===== src/common/cache_pkg.sv =====
// cache_pkg: address split, data widths and vector types shared by the L1 data cache
package cache_pkg;

    ////////////////////////////////////////////////////////////
    // address split  tag | index | offset
    localparam int ADDR_W   = 27;                           // cpu word address
    localparam int OFFSET_W = 2;                            // word within line
    localparam int INDEX_W  = 12;                           // set select
    localparam int TAG_W    = ADDR_W - INDEX_W - OFFSET_W;  // 13 bits left for tag

    ////////////////////////////////////////////////////////////
    // data and array geometry
    localparam int WORD_W         = 32;
    localparam int WORDS_PER_LINE = 4;
    localparam int LINE_W         = WORD_W * WORDS_PER_LINE;  // 128 bit line
    localparam int NUM_SETS       = 1 << INDEX_W;             // 4096 sets per way

    typedef logic [ADDR_W-1:0]   addr_t;    // word address
    typedef logic [TAG_W-1:0]    tag_t;
    typedef logic [INDEX_W-1:0]  index_t;
    typedef logic [OFFSET_W-1:0] offset_t;
    typedef logic [WORD_W-1:0]   word_t;
    typedef logic [LINE_W-1:0]   line_t;    // word k at bits k*32 +: 32

endpackage

===== src/l1_cache/cache_ctrl.sv =====
// cache_ctrl FSM detects hits, picks victims, runs write-back and fill and answers the cpu
`timescale 1ns/1ps

module cache_ctrl
(
    input  logic                sys_clk,
    input  logic                RST,
    // cpu side
    input  logic                cpu_valid,
    input  cache_pkg::addr_t    cpu_addr,
    input  logic                cpu_rw,        // 1 = write
    input  cache_pkg::word_t    cpu_wdata,
    output logic                cpu_ready,
    output cache_pkg::word_t    cpu_rdata,
    // memory side
    output logic                mem_req_valid,
    output cache_pkg::addr_t    mem_req_addr,
    output logic                mem_req_rw,
    output cache_pkg::line_t    mem_req_data,
    input  logic                mem_resp_ready,
    input  cache_pkg::line_t    mem_resp_data,
    // controls shared by both stores
    output cache_pkg::index_t   index,
    output logic                write_en,
    output logic                write_way,
    // tag store
    output cache_pkg::tag_t     write_tag,
    output logic                write_dirty,
    output logic                touch_en,
    output logic                touch_way,
    input  cache_pkg::tag_t     rd_tag0,
    input  cache_pkg::tag_t     rd_tag1,
    input  logic                rd_valid0,
    input  logic                rd_valid1,
    input  logic                rd_dirty0,
    input  logic                rd_dirty1,
    input  logic                rd_lru,
    // line store
    output logic                fill,
    output cache_pkg::offset_t  word_sel,
    output cache_pkg::word_t    wdata,
    output cache_pkg::line_t    fill_data,
    input  cache_pkg::line_t    rd_line0,
    input  cache_pkg::line_t    rd_line1
);

    typedef enum logic [2:0]
    {
        idle,
        compare_tag,
        write_back,
        allocate,
        allocate_wait
    } cache_state_t;

    cache_state_t state;
    cache_state_t state_nxt;

    // request held for the whole transaction
    cache_pkg::addr_t  req_addr;
    logic              req_rw;
    cache_pkg::word_t  req_wdata;
    logic              victim_q;    // way chosen at the miss and filled in allocate

    cache_pkg::tag_t    req_tag;
    cache_pkg::index_t  req_index;
    cache_pkg::offset_t req_offset;

    logic              hit0;
    logic              hit1;
    logic              hit;
    logic              hit_way;
    logic              victim;
    logic              victim_dirty;
    cache_pkg::tag_t   victim_tag;
    cache_pkg::line_t  hit_line;
    cache_pkg::line_t  victim_line;

    assign req_offset = req_addr[cache_pkg::OFFSET_W-1:0];
    assign req_index  = req_addr[cache_pkg::OFFSET_W +: cache_pkg::INDEX_W];
    assign req_tag    = req_addr[cache_pkg::ADDR_W-1 -: cache_pkg::TAG_W];

    // arrays look up the new set while idle and the held one otherwise
    assign index = (state == idle) ? cpu_addr[cache_pkg::OFFSET_W +: cache_pkg::INDEX_W]
                                   : req_index;

    ////////////////////////////////////////////////////////////
    // hit detection and victim selection
    assign hit0    = rd_valid0 && (rd_tag0 == req_tag);
    assign hit1    = rd_valid1 && (rd_tag1 == req_tag);
    assign hit     = hit0 || hit1;
    assign hit_way = !hit0;         // way 1 only when way 0 missed
    assign hit_line = hit_way ? rd_line1 : rd_line0;

    // empty way first and lru only in a full set
    assign victim       = !rd_valid0 ? 1'b0 : (!rd_valid1 ? 1'b1 : rd_lru);
    assign victim_dirty = victim ? (rd_valid1 && rd_dirty1) : (rd_valid0 && rd_dirty0);
    assign victim_tag   = victim ? rd_tag1 : rd_tag0;
    assign victim_line  = victim ? rd_line1 : rd_line0;

    // old word of the line and so the reply to a write
    assign cpu_rdata = hit_line[int'(req_offset) * cache_pkg::WORD_W +: cache_pkg::WORD_W];

    // line addresses with offset forced to zero
    assign mem_req_addr = mem_req_rw
        ? {victim_tag, req_index, {cache_pkg::OFFSET_W{1'b0}}}   // write-back target
        : {req_tag, req_index, {cache_pkg::OFFSET_W{1'b0}}};     // line to fetch
    assign mem_req_data = victim_line;     // only meaningful with rw = 1

    assign write_tag = req_tag;            // same tag for write hit and fill
    assign word_sel  = req_offset;
    assign wdata     = req_wdata;
    assign fill_data = mem_resp_data;
    assign touch_way = hit_way;

    always_ff @(posedge sys_clk)
    begin
        if (RST)
            state <= idle;
        else
            state <= state_nxt;
    end

    always_ff @(posedge sys_clk)
    begin
        if (state == idle && cpu_valid)
        begin
            req_addr  <= cpu_addr;
            req_rw    <= cpu_rw;
            req_wdata <= cpu_wdata;
        end
        if (state == compare_tag && !hit)
            victim_q <= victim;    // stays put through write_back and allocate
    end

    ////////////////////////////////////////////////////////////
    // next state and strobes
    always_comb
    begin
        state_nxt     = state;
        cpu_ready     = 1'b0;
        mem_req_valid = 1'b0;
        mem_req_rw    = 1'b0;
        write_en      = 1'b0;
        write_way     = hit_way;
        write_dirty   = 1'b0;
        fill          = 1'b0;
        touch_en      = 1'b0;
        case (state)
            idle:
            begin
                if (cpu_valid)
                    state_nxt = compare_tag;
            end
            compare_tag:
            begin
                if (hit)
                begin
                    cpu_ready   = 1'b1;
                    touch_en    = 1'b1;
                    write_en    = req_rw;    // merge word and mark line dirty
                    write_dirty = 1'b1;
                    state_nxt   = idle;
                end
                else
                begin
                    mem_req_valid = 1'b1;
                    mem_req_rw    = victim_dirty;   // evict first if dirty
                    state_nxt     = victim_dirty ? write_back : allocate;
                end
            end
            write_back:
            begin
                mem_req_valid = 1'b1;    // victim gone so fetch now
                state_nxt     = allocate;
            end
            allocate:
            begin
                write_way = victim_q;
                if (mem_resp_ready)
                begin
                    write_en  = 1'b1;    // new tag with dirty clear
                    fill      = 1'b1;
                    state_nxt = allocate_wait;
                end
            end
            allocate_wait:
                state_nxt = compare_tag;   // re-read arrays and hit next
            default:
                state_nxt = idle;
        endcase
    end

    // no back-pressure so the cpu waits for cpu_ready
    assert property (@(posedge sys_clk) disable iff (RST)
        cpu_valid |-> (state == idle))
        else $error("cache_ctrl: cpu_valid while a request is in flight");

    // memory answers only while a fill is awaited
    assert property (@(posedge sys_clk) disable iff (RST)
        mem_resp_ready |-> (state == allocate))
        else $error("cache_ctrl: mem_resp_ready with no line read outstanding");

endmodule


===== config.mk =====
export PLATFORM = sky130hd
export DESIGN_NAME = cache_ctrl
export DESIGN_NICKNAME = d
export VERILOG_FILES = /design/src/common/cache_pkg.sv /design/src/l1_cache/cache_ctrl.sv
export SDC_FILE = /design/constraint.sdc
export NUM_CORES = 1
export LEC_CHECK = 0
export CORE_AREA = 2 2 335 337
export CTS_CLUSTER_DIAMETER = 50
export DETAILED_ROUTE_END_ITERATION = 8
export DIE_AREA = 0 0 337 339
export DONT_BUFFER_PORTS = 1
export PLACE_DENSITY = 0.3
export SYNTH_ARGS = -nofsm -noshare
export SYNTH_HDL_FRONTEND = slang
export SYNTH_SLANG_ARGS = --single-unit

===== constraint.sdc =====
create_clock -name sys_clk -period 4.3 [get_ports sys_clk]
set_input_delay 0.645 -clock sys_clk [delete_from_list [all_inputs] [get_ports sys_clk]]
set_output_delay 0.645 -clock sys_clk [all_outputs]
set_load 0.05 [all_outputs]

### After elaboration in Yosys (flattened, before gate mapping)

Index checks and enable logic that the tools add are counted.
W data, S select, Z words.

| operators by class | value |
|---|---|
| equal/unequal tests | 8 |
| shifts and indexed selects | 1 |
| reductions and logical operators | 11 |
| multiplexer cells | 24 |

Operator list:

| kind | count |
|---|---|
| $mux W128 | 2 |
| $shiftx A128 B8 Y32 | 1 |
| $mux W27 | 1 |
| $eq A13 B13 Y1 | 2 |
| $pmux W3 S5 | 1 |
| $mux W1 | 13 |
| $mux W13 | 1 |
| $mux W12 | 1 |
| $eq A3 B2 Y1 const B | 2 |
| $logic_and A1 B1 Y1 | 6 |
| $mux W3 | 2 |
| $ne A2 B2 Y1 const B | 2 |
| $pmux W1 S2 | 2 |
| $eq A3 B1 Y1 const B | 1 |
| $eq A3 B3 Y1 const B | 1 |
| $logic_not A3 Y1 | 1 |
| $logic_not A1 Y1 | 2 |
| $mux W2 | 1 |
| $reduce_and A2 Y1 | 1 |
| $logic_or A1 B1 Y1 | 1 |

| word-level totals | value |
|---|---|
| bits of input ports | 479 |
| output and inout port bits | 383 |
| register bits after elaboration | 64 |
| logic and storage cells | 49 |

### Longest topological paths before layout

Gate-level depths: netlist (run 1).

| depth | value |
|---|---|
| depth after elaboration | 6 |
| gate-level depth with buffers | 7 |
| depth with buffers taken out | 5 |

### Least setup slack after synthesis (run 1)

OpenSTA, ideal clock, no wires.

| timing | value |
|---|---|
| path type | reg2out |
| start | register req_addr[19] |
| end | output touch_en |
| path buffers | 1 |
| slack | 0.579 ns |
| data arrival time | 3.076 ns |
| stages on the path, launching flop included | 6 |
| data required time | 3.655 ns |
| cells stage by stage | edfxtp_1 xnor2_1 nand4_1 or4_1 a21oi_1 buf_4 |

| between the ends | value |
|---|---|
| word-level cells in the longest chain between the ends | 5 |
| elaborated cells between the ends (all ways) | 7 |
| classes of those cells | eq/ne: 2; mux: 2; reduce/logical: 3 |

RTL lines:

| item | RTL line | source |
|---|---|---|
| start, declared | cache_ctrl.sv:60 | `cache_pkg::addr_t req_addr;` |
| start signal, assigned | cache_ctrl.sv:128 | `req_addr <= cpu_addr;` |
| $eq A13 B13 Y1, on equally long branches | cache_ctrl.sv:89, cache_ctrl.sv:90 |  |
| $logic_and A1 B1 Y1, on equally long branches | cache_ctrl.sv:89, cache_ctrl.sv:90 |  |
| $logic_or A1 B1 Y1 * | cache_ctrl.sv:91 | `assign hit = hit0 \|\| hit1;` |
| $mux W1 * (2 in series) | - |  |
| end, declared | cache_ctrl.sv:29 | `output logic touch_en,` |

Every way passes the cells marked *; elsewhere a longest branch is shown, timed or not.

### Final worst setup path (run 1)

| timing | value |
|---|---|
| start | register req_addr[21] |
| end | output mem_req_addr[15] |

| between the ends | value |
|---|---|
| word-level cells in the longest chain between the ends | 6 |
| elaborated cells between the ends (all ways) | 8 |
| classes of those cells | eq/ne: 2; mux: 3; reduce/logical: 3 |

RTL lines:

| item | RTL line | source |
|---|---|---|
| $eq A13 B13 Y1, on equally long branches | cache_ctrl.sv:89, cache_ctrl.sv:90 |  |
| $logic_and A1 B1 Y1, on equally long branches | cache_ctrl.sv:89, cache_ctrl.sv:90 |  |
| $logic_or A1 B1 Y1 * | cache_ctrl.sv:91 |  |
| $mux W1 * | cache_ctrl.sv:157 | `if (hit)` |
| $mux W1 * | cache_ctrl.sv:149 | `case (state)` |
| via mem_req_rw | cache_ctrl.sv:18 | `output logic mem_req_rw,` |
| $mux W27 * | cache_ctrl.sv:106 | `? {victim_tag, req_index, {cache_pkg::OFFSET_W{1'b0}}}` |
| end, declared | cache_ctrl.sv:17 | `output cache_pkg::addr_t mem_req_addr,` |

The timed path passes the listed nets; every way through them passes the cells marked *.

==> metrics, run 1 <==
Worst Hold Class input port to flip-flop; Syn. warnings 0; Clock transition at path regs 0.07 ns; layout cells sized above 1 26.1%; commonest non-fill, non-tap cells in the layout nand2_1, mux4_2, mux2_2; ys async rst share 0%; DR vias/cell 2.84; Worst-Margin Slew 0.924 ns; routed via count 6245; port bufs 0; Clock Power Share 23.2%; first-pass GRT wire length 75.7 mm; Switching Fraction 53.8%; CTS buffer count 9; Site Rows 122; skew final 0.00990 ns; Worst R2R Start req_addr[23]; sequential share of power 29.3%; leakage power 0.00291 uW; initial core utilization 6.69%; DR pass1 iterations 5; P&R area growth vs syn 17.5%; final hold vios 0; initial DRC count 413; CTS Root Cell clkbuf_16; hold path start RST; top_reg_cell synth edfxtp_1; count of different cell masters after synthesis 39; grt total ovfl 0; die width 337 um; internal power 1750 uW; dpl hpwl 56.3 mm; Setup Buffers After CTS 0; GPL Wtd Cong 0.912; CTS Hold Bufs 0; commonest non-fill, non-tap cell in the layout nand2_1; post-synthesis register bit count 64; WL per Instance 28.3 um; Post-Route WL 62.4 mm; H-tree levels 3; GRT busiest layer met2; post-CTS sizing 0; Post-DRT Antenna Nets 0; DRC violations left 0; GR Layer Usage met3 7.08%; TritonCTS clock tree yes; Logic pwr share 47.5%; sequential-to-total area share from yosys stat 25.6%; Skew-Pair Late Insertion Delay 0.35 ns; CP Max Fanout 14; crit path launch req_addr[21]; Slew headroom 38.4%; Crit. End Element output pin; I/O pins 862; status complete, no violations; min Tclk post-route 3.75 ns; Worst EP arrival 3.10 ns; setup TNS 0 ns; startpoint types flip-flop; core area 110000 um^2; GRT Total Usage 10.4%; mapped cell area 7380 um^2; Bufs on Longest Clock Path 2; vias in the first global route 6299; Critical-path top delay cell edfxtp_1; Mapped Cells 846; met1 Use GR 10.6%; peak supply drop 432 uV; met2 usage 16.0%; Die Y 339 um; initial antenna violation count 39; crit path kind flip-flop to output pin; final cell utilization of the core 7.86%; mean post-synth cell area 8.73 um^2; Max Freq 267 MHz; fin crit share 87.2%; Psw 2050 uW; clock sink total 64; CP max stage delay 0.65 ns; endpoints failing setup 0; die footprint 114000 um^2; largest net degree at the start of global routing 142; EDFF count, synth 61; Max-Cap Viols 0; number of nets in the layout 1176; Slew Viols, Final 0; pwr dens 438 nW/um^2; worst path required time 3.65 ns; RSZ-0062 raised after global routing false; cells along the critical path xor2_1 -> or4_4 -> nor4b_4 -> nor4_4 -> buf_4 -> mux2_2
## cell type report
type,count,area [um^2]
diodes,12,30.0
clock buffers,9,225
clock inverters,7,119
fillers,12900,102000
inverters,4,17.5
multi-input cells,598,4330
flip-flops and latches,64,1890
well taps,1488,1860
repair buffers,20,200
## path summary, 6_finish.rpt
check	slack, ns	end	cells after the start
max reg2reg	1.75	victim_q	6
max	0.55	mem_req_addr[15]	6
min	0.36	state[2]	1
min reg2reg	0.64	state[1]	2
## metal layers
| metal | part of all wire [%] | vias up |
|---|---|---|
| li1 | - | 2464 |
| met1 | 33 | 2993 |
| met2 | 44 | 605 |
| met3 | 17 | 161 |
| met4 | 5.1 | 22 |
| met5 | 0.22 | - |
## state kept, by name, indices dropped and copies added (netlist names)
| signal | count |
|---|---|
| req_rw | 1 |
| req_addr | 27 |
| state | 3 |
| wdata | 32 |
| victim_q | 1 |
## power by group through the flow
stage | clock (uW) | sequential [uW] | combinational, uW
2_1_floorplan | 0 | 1080 | 1710
3_3_place_gp | 0 | 1140 | 1840
3_5_place_dp | 0 | 1130 | 1830
4_1_cts | 924 | 1120 | 1840
5_1_grt | 941 | 1130 | 1900
6_report | 880 | 1110 | 1810
## kinds of logic after synthesis
kind of cell    count (synthesis)  synth area share (%)
other cells                     1                0.0508
mux                           135                  30.8
xor+xnor                       26                  3.08
flops                          64                  25.6
compound gates                 12                  1.05
buf+inv                       185                  16.3
simple gates                  423                  23.1
## critical path: cells and delay by family (launching register included)
kind / cells / cell delay, ns
AND/OR/NAND/NOR: 3 / 1.02
flip-flops: 1 / 0.65
multiplexers: 1 / 0.50
XOR/XNOR: 1 / 0.29
buffers and inverters: 1 / 0.27
## Yosys cell counts (3+ instances only)
| cell | n | area share [%] |
|---|---|---|
| mux2_2 | 62 | 9.5 |
| edfxtp_1 | 61 | 25 |
| nor3_1 | 3 | 0.20 |
| nand2_1 | 390 | 20 |
| xor2_1 | 5 | 0.59 |
| nor2_1 | 5 | 0.25 |
| buf_1 | 5 | 0.25 |
| buf_4 | 132 | 13 |
| xnor2_1 | 21 | 2.5 |
| clkbuf_1 | 37 | 1.9 |
| buf_2 | 6 | 0.41 |
| mux2_4 | 9 | 1.8 |
| a21oi_1 | 4 | 0.27 |
| dfxtp_1 | 3 | 0.81 |
| nand4_1 | 10 | 0.85 |
| mux4_2 | 64 | 20 |
| inv_1 | 4 | 0.20 |
## stage by stage
stage	setup WS (ns)	cells	hold WS (ns)	total power (uW)	instance area, um^2
finish	0.552	2202	0.361	3800	8680
global placement	0.937	2174	0.602	2980	8300
detailed placement	0.909	2174	0.627	2970	8300
CTS	0.495	2190	0.335	3890	8650
global route	0.420	2197	0.340	3960	8660
floorplan	0.579	847	0.564	2790	7390
Note: power is estimated with default switching activity, not from simulation.
==> run 2, diff against run 1 <==
==> constraint.sdc (replaced) <==
create_clock -name sys_clk -period 3.79 [get_ports sys_clk]
set_input_delay 0.5685 -clock sys_clk [delete_from_list [all_inputs] [get_ports sys_clk]]
set_output_delay 0.5685 -clock sys_clk [all_outputs]
set_load 0.05 [all_outputs]
==> metrics, run 2 (synthesis gave the netlist of run 1 again) <==
Bufs on Longest Clock Path 2 (unchanged); CTS Root Cell clkbuf_16; CTS buffer count 9 (unchanged); Site Rows 122 (unchanged); Clock transition at path regs 0.07 ns (about the same); I/O pins 862 (unchanged); number of nets in the layout 1208 (+2.7%); setup TNS 0 ns (unchanged); worst path required time 3.22 ns (-0.43 ns); RSZ-0062 raised after global routing false; grt total ovfl 0 (unchanged); Final Power 4380 uW (+15%); Max-Cap Viols 0 (unchanged); status complete, no violations; Worst EP arrival 2.92 ns (-0.18 ns); endpoints failing setup 0 (unchanged); final setup margin 0.302 ns (-0.250 ns); Slew Viols, Final 0 (unchanged); initial core utilization 6.69% (unchanged); clock sink total 64 (unchanged); min Tclk post-route 3.49 ns; port bufs 0 (unchanged); skew final 0.0127 ns (+0.00279 ns); DR vias/cell 2.84 (about the same); Setup WS pre-CTS 0.698 ns (-0.211 ns); GRT Total Usage 10.4% (+0.015 points); Cells after DPL 2206 (+1.5%); routed via count 6336 (+1.5%); Slew headroom 36.3% (-2.1 points); leakage power 0.00307 uW (+5.7%); die width 337 um (unchanged); Skew-Pair Late Insertion Delay 0.36 ns (about the same); max reg flops 32 (unchanged); Setup Buffers After CTS 0 (unchanged); vias in the first global route 6417 (+1.9%); Post-DRT Antenna Nets 0 (unchanged); Max Freq 287 MHz; Worst Hold Class input port to flip-flop; TritonCTS clock tree yes; Crit. End Element output pin; DR pass1 iterations 5 (unchanged); H-tree levels 3 (unchanged); P&R area growth vs syn 20.9%; Layout Cells excl Fill 2234 (+1.5%); CP Max Fanout 25 (+11); commonest non-fill, non-tap cells in the layout nand2_1, mux4_2, mux2_2; die footprint 114000 um^2 (unchanged); initial antenna violation count 29 (-26%); WL per Instance 28.0 um (-1.1%); commonest non-fill, non-tap cell in the layout nand2_1; layout cells sized above 1 29.4% (+3.4 points); startpoint types flip-flop; GPL Wtd Cong 0.901 (-1.2%); largest net degree at the start of global routing 96 (-32%); post-CTS sizing 0 (unchanged); Worst-Margin Slew 0.956 ns (+0.0322 ns); initial DRC count 427 (+3.4%); peak supply drop 256 uV (-41%); dpl hpwl 56.5 mm (+0.28%); fin crit share 92.0%; final hold vios 0 (unchanged); Die Y 339 um (unchanged); first-pass GRT wire length 75.9 mm (+0.33%); Post-Route WL 62.6 mm (+0.34%); DRC violations left 0 (unchanged); pwr dens 490 nW/um^2 (+12%); crit path kind flip-flop to output pin; final cell utilization of the core 8.09% (+0.23 points); core area 110000 um^2 (unchanged); CTS Hold Bufs 0 (unchanged)
==> run 2: final cells by class <==
| class | instances | area [um^2] |
|---|---|---|
| fill | 12900 | 101000 |
| sequential | 64 | 1890 |
| inverter | 4 | 17.5 |
| clock buffer | 10 | 239 |
| antenna | 12 | 30.0 |
| timing repair buffer | 52 | 440 |
| multi-input combinational | 598 | 4330 |
| tap | 1488 | 1860 |
| clock inverter | 6 | 116 |
==> run 2: power by group <==
group	total, uW	switching [uW]	internal, uW
clock network	1030	364	664
logic	2150	1660	487
registers	1200	299	901
==> run 2: routing by layer <==
metal	track usage (%)	routed length, um	share of wire [%]
met4	4.61	2840	4.5
met3	6.86	10100	16
met2	16.4	28200	45
met5	0	163	0.26
met1	10.7	21300	34
==> run 2: worst max-delay path, cell delays in order, from the launching register on <==
cell and delay (ns):
edfxtp_1 0.66, xnor2_1 0.33, nand4_1 0.18, nor4_4 0.46, buf_12 0.27, mux2_2 0.52
==> run 2: through the flow <==
step / instance area [um^2] / hold WS [ns]
6_report: 8930 / 0.276
5_1_grt: 8920 / 0.267
4_1_cts: 8900 / 0.257
3_5_place_dp: 8540 / 0.636
3_3_place_gp: 8540 / 0.606
2_1_floorplan: 7390 / 0.564
==> run 2: path summary, 6_finish.rpt <==
| kind | from | endpoint | slack [ns] | cells past startpoint |
|---|---|---|---|---|
| worst max-delay path | req_addr[15] | cpu_rdata[12] | 0.30 | 5 |
| worst min-delay path | RST | state[2] | 0.28 | 1 |
| worst max register to register | req_addr[15] | victim_q | 1.40 | 6 |
| worst min register to register | state[2] | state[1] | 0.67 | 2 |
==> run 3, diff against run 2 <==
==> constraint.sdc (replaced) <==
create_clock -name sys_clk -period 3.79 [get_ports sys_clk]
set_input_delay 0.5685 -clock sys_clk [delete_from_list [all_inputs] [get_ports sys_clk]]
set_output_delay 0.5685 -clock sys_clk [all_outputs]
set_load 0.1 [all_outputs]
==> metrics, run 3 (synthesis gave the netlist of run 1 again) <==
status complete, no violations; routed via count 6733 (+6.3%); port bufs 0 (unchanged); metal2 WL 26.6 mm (-5.7%); min Tclk post-route 3.37 ns (-0.121 ns); max reg flops 32 (unchanged); commonest non-fill, non-tap cells in the layout nand2_1, buf_4, mux4_2; Setup WS pre-CTS 0.670 ns (-0.0284 ns); Switching Fraction 60.1% (+7.0 points); CTS buffer count 9 (unchanged); leakage power 0.00389 uW (+27%); fin crit share 88.8% (-3.2 points); top sig layer met5; Clock transition at path regs 0.07 ns (about the same); Final Power 5850 uW (+34%); placed inst area 9970 um^2 (+17%); number of nets in the layout 1353 (+12%); Crit. End Element output pin; Worst-Margin Slew 1.09 ns (+0.134 ns); DRC violations left 0 (unchanged); register area 1890 um^2 (unchanged); Site Rows 122 (unchanged); WL per Instance 23.9 um (-15%); Bufs on Longest Clock Path 2 (unchanged); post-CTS sizing 0 (unchanged); final setup margin 0.423 ns (+0.121 ns); largest net degree at the start of global routing 97 (+1.0%); vias in the first global route 6929 (+8.0%); clock sink total 64 (unchanged); setup TNS 0 ns (unchanged); initial antenna violation count 23 (-21%); core area 110000 um^2 (unchanged); Setup Buffers After CTS 0 (unchanged); hold path start RST; fillcell total 12800 (-0.37%); CTS Hold Bufs 0 (unchanged); TritonCTS clock tree yes; I/O pins 862 (unchanged); GPL Wtd Cong 0.897 (-0.39%); sequential share of power 21.8% (-5.6 points); Psw 3510 uW (+51%); crit path kind flip-flop to output pin; Max-Cap Viols 0 (unchanged); internal power 2330 uW (+14%); P&R area growth vs syn 39.9%; Worst Hold Class input port to flip-flop; DR WL met3 9.47 mm (-5.9%); startpoint types flip-flop; peak supply drop 371 uV (+45%); CTS Root Cell clkbuf_16; pwr dens 566 nW/um^2 (+15%); initial DRC count 585 (+37%); RSZ-0062 raised after global routing false; GRT Total Usage 9.40% (-0.99 points); die width 337 um (unchanged); post-route met1 wirelength 18.3 mm (-14%); Slew Viols, Final 0 (unchanged); CP Max Fanout 13 (-48%); die footprint 114000 um^2 (unchanged); Logic pwr share 61.1% (+12 points); endpoints failing setup 0 (unchanged); Die Y 339 um (unchanged); Clock Power Share 17.1% (-6.4 points); Slew headroom 27.5% (-8.8 points); Post-DRT Antenna Nets 0 (unchanged); Worst R2R Start req_addr[23]; DR vias/cell 2.83 (about the same); Max Freq 297 MHz (+3.6%); commonest non-fill, non-tap cell in the layout nand2_1; layout cells sized above 1 41.2% (+12 points); worst path required time 3.22 ns (about the same); initial core utilization 6.69% (unchanged); DR pass1 iterations 5 (unchanged); final hold vios 0 (unchanged); Worst EP arrival 2.80 ns (-0.12 ns); grt total ovfl 0 (unchanged); Min Hold Slack 0.286 ns (+0.00987 ns); H-tree levels 3 (unchanged); Final Cell Area 10300 um^2 (+16%); crit path launch req_addr[23]; Post-Route WL 56.7 mm (-9.4%); Skew-Pair Late Insertion Delay 0.36 ns (about the same); dpl hpwl 50.9 mm (-9.8%); area of the multi-input gates 4340 um^2 (+0.14%); first-pass GRT wire length 71.2 mm (-6.2%); skew final 0.0184 ns (+0.00566 ns)
## run 3: routing by layer
metal / vias up / GRT usage (%)
met1: 3218 / 9.29
met4: 18 / 3.49
met2: 526 / 15.5
met5: - / 0
met3: 160 / 6.29
li1: 2811 / -
## run 3: path summary, 6_finish.rpt
check / endpoint / slack [ns] / cells after the start
worst max-delay path: mem_req_addr[15] / 0.42 / 8
worst min-delay path: state[2] / 0.29 / 1
worst max register to register: victim_q / 1.67 / 6
worst min register to register: state[1] / 0.66 / 2
## run 3: final cells by class
| type | instances | share of cell area (%) |
|---|---|---|
| Antenna cell | 8 | 0.194 |
| Clock buffer | 9 | 2.18 |
| Clock inverter | 7 | 1.15 |
| Inverter | 4 | 0.170 |
| Multi-Input combinational cell | 598 | 42.0 |
| Sequential cell | 64 | 18.3 |
| Tap cell | 1488 | 18.0 |
| Timing Repair Buffer | 197 | 18.0 |
## run 3: power by group through the flow
stage	registers (uW)	clock network (uW)	logic, uW
3_3_place_gp	1290	0	3630
4_1_cts	1280	1040	3630
3_5_place_dp	1290	0	3620
6_report	1270	1000	3570
2_1_floorplan	1510	0	3120
5_1_grt	1280	1060	3710
## run 3: metrics by stage
step                cells  utilization, %
detailed placement   2351            9.03
finish               2375            9.36
global route         2371            9.35
global placement     2351            9.03
floorplan             847               -
CTS                  2367            9.34
## run 3: critical path, stage by stage (launching register included)
cell and delay [ns]:
edfxtp_1 0.44, xnor2_1 0.27, nand4_1 0.22, nor4_4 0.35, buf_4 0.34, nor4_4 0.10, buf_4 0.22, mux2_2 0.32
buf_12 0.17
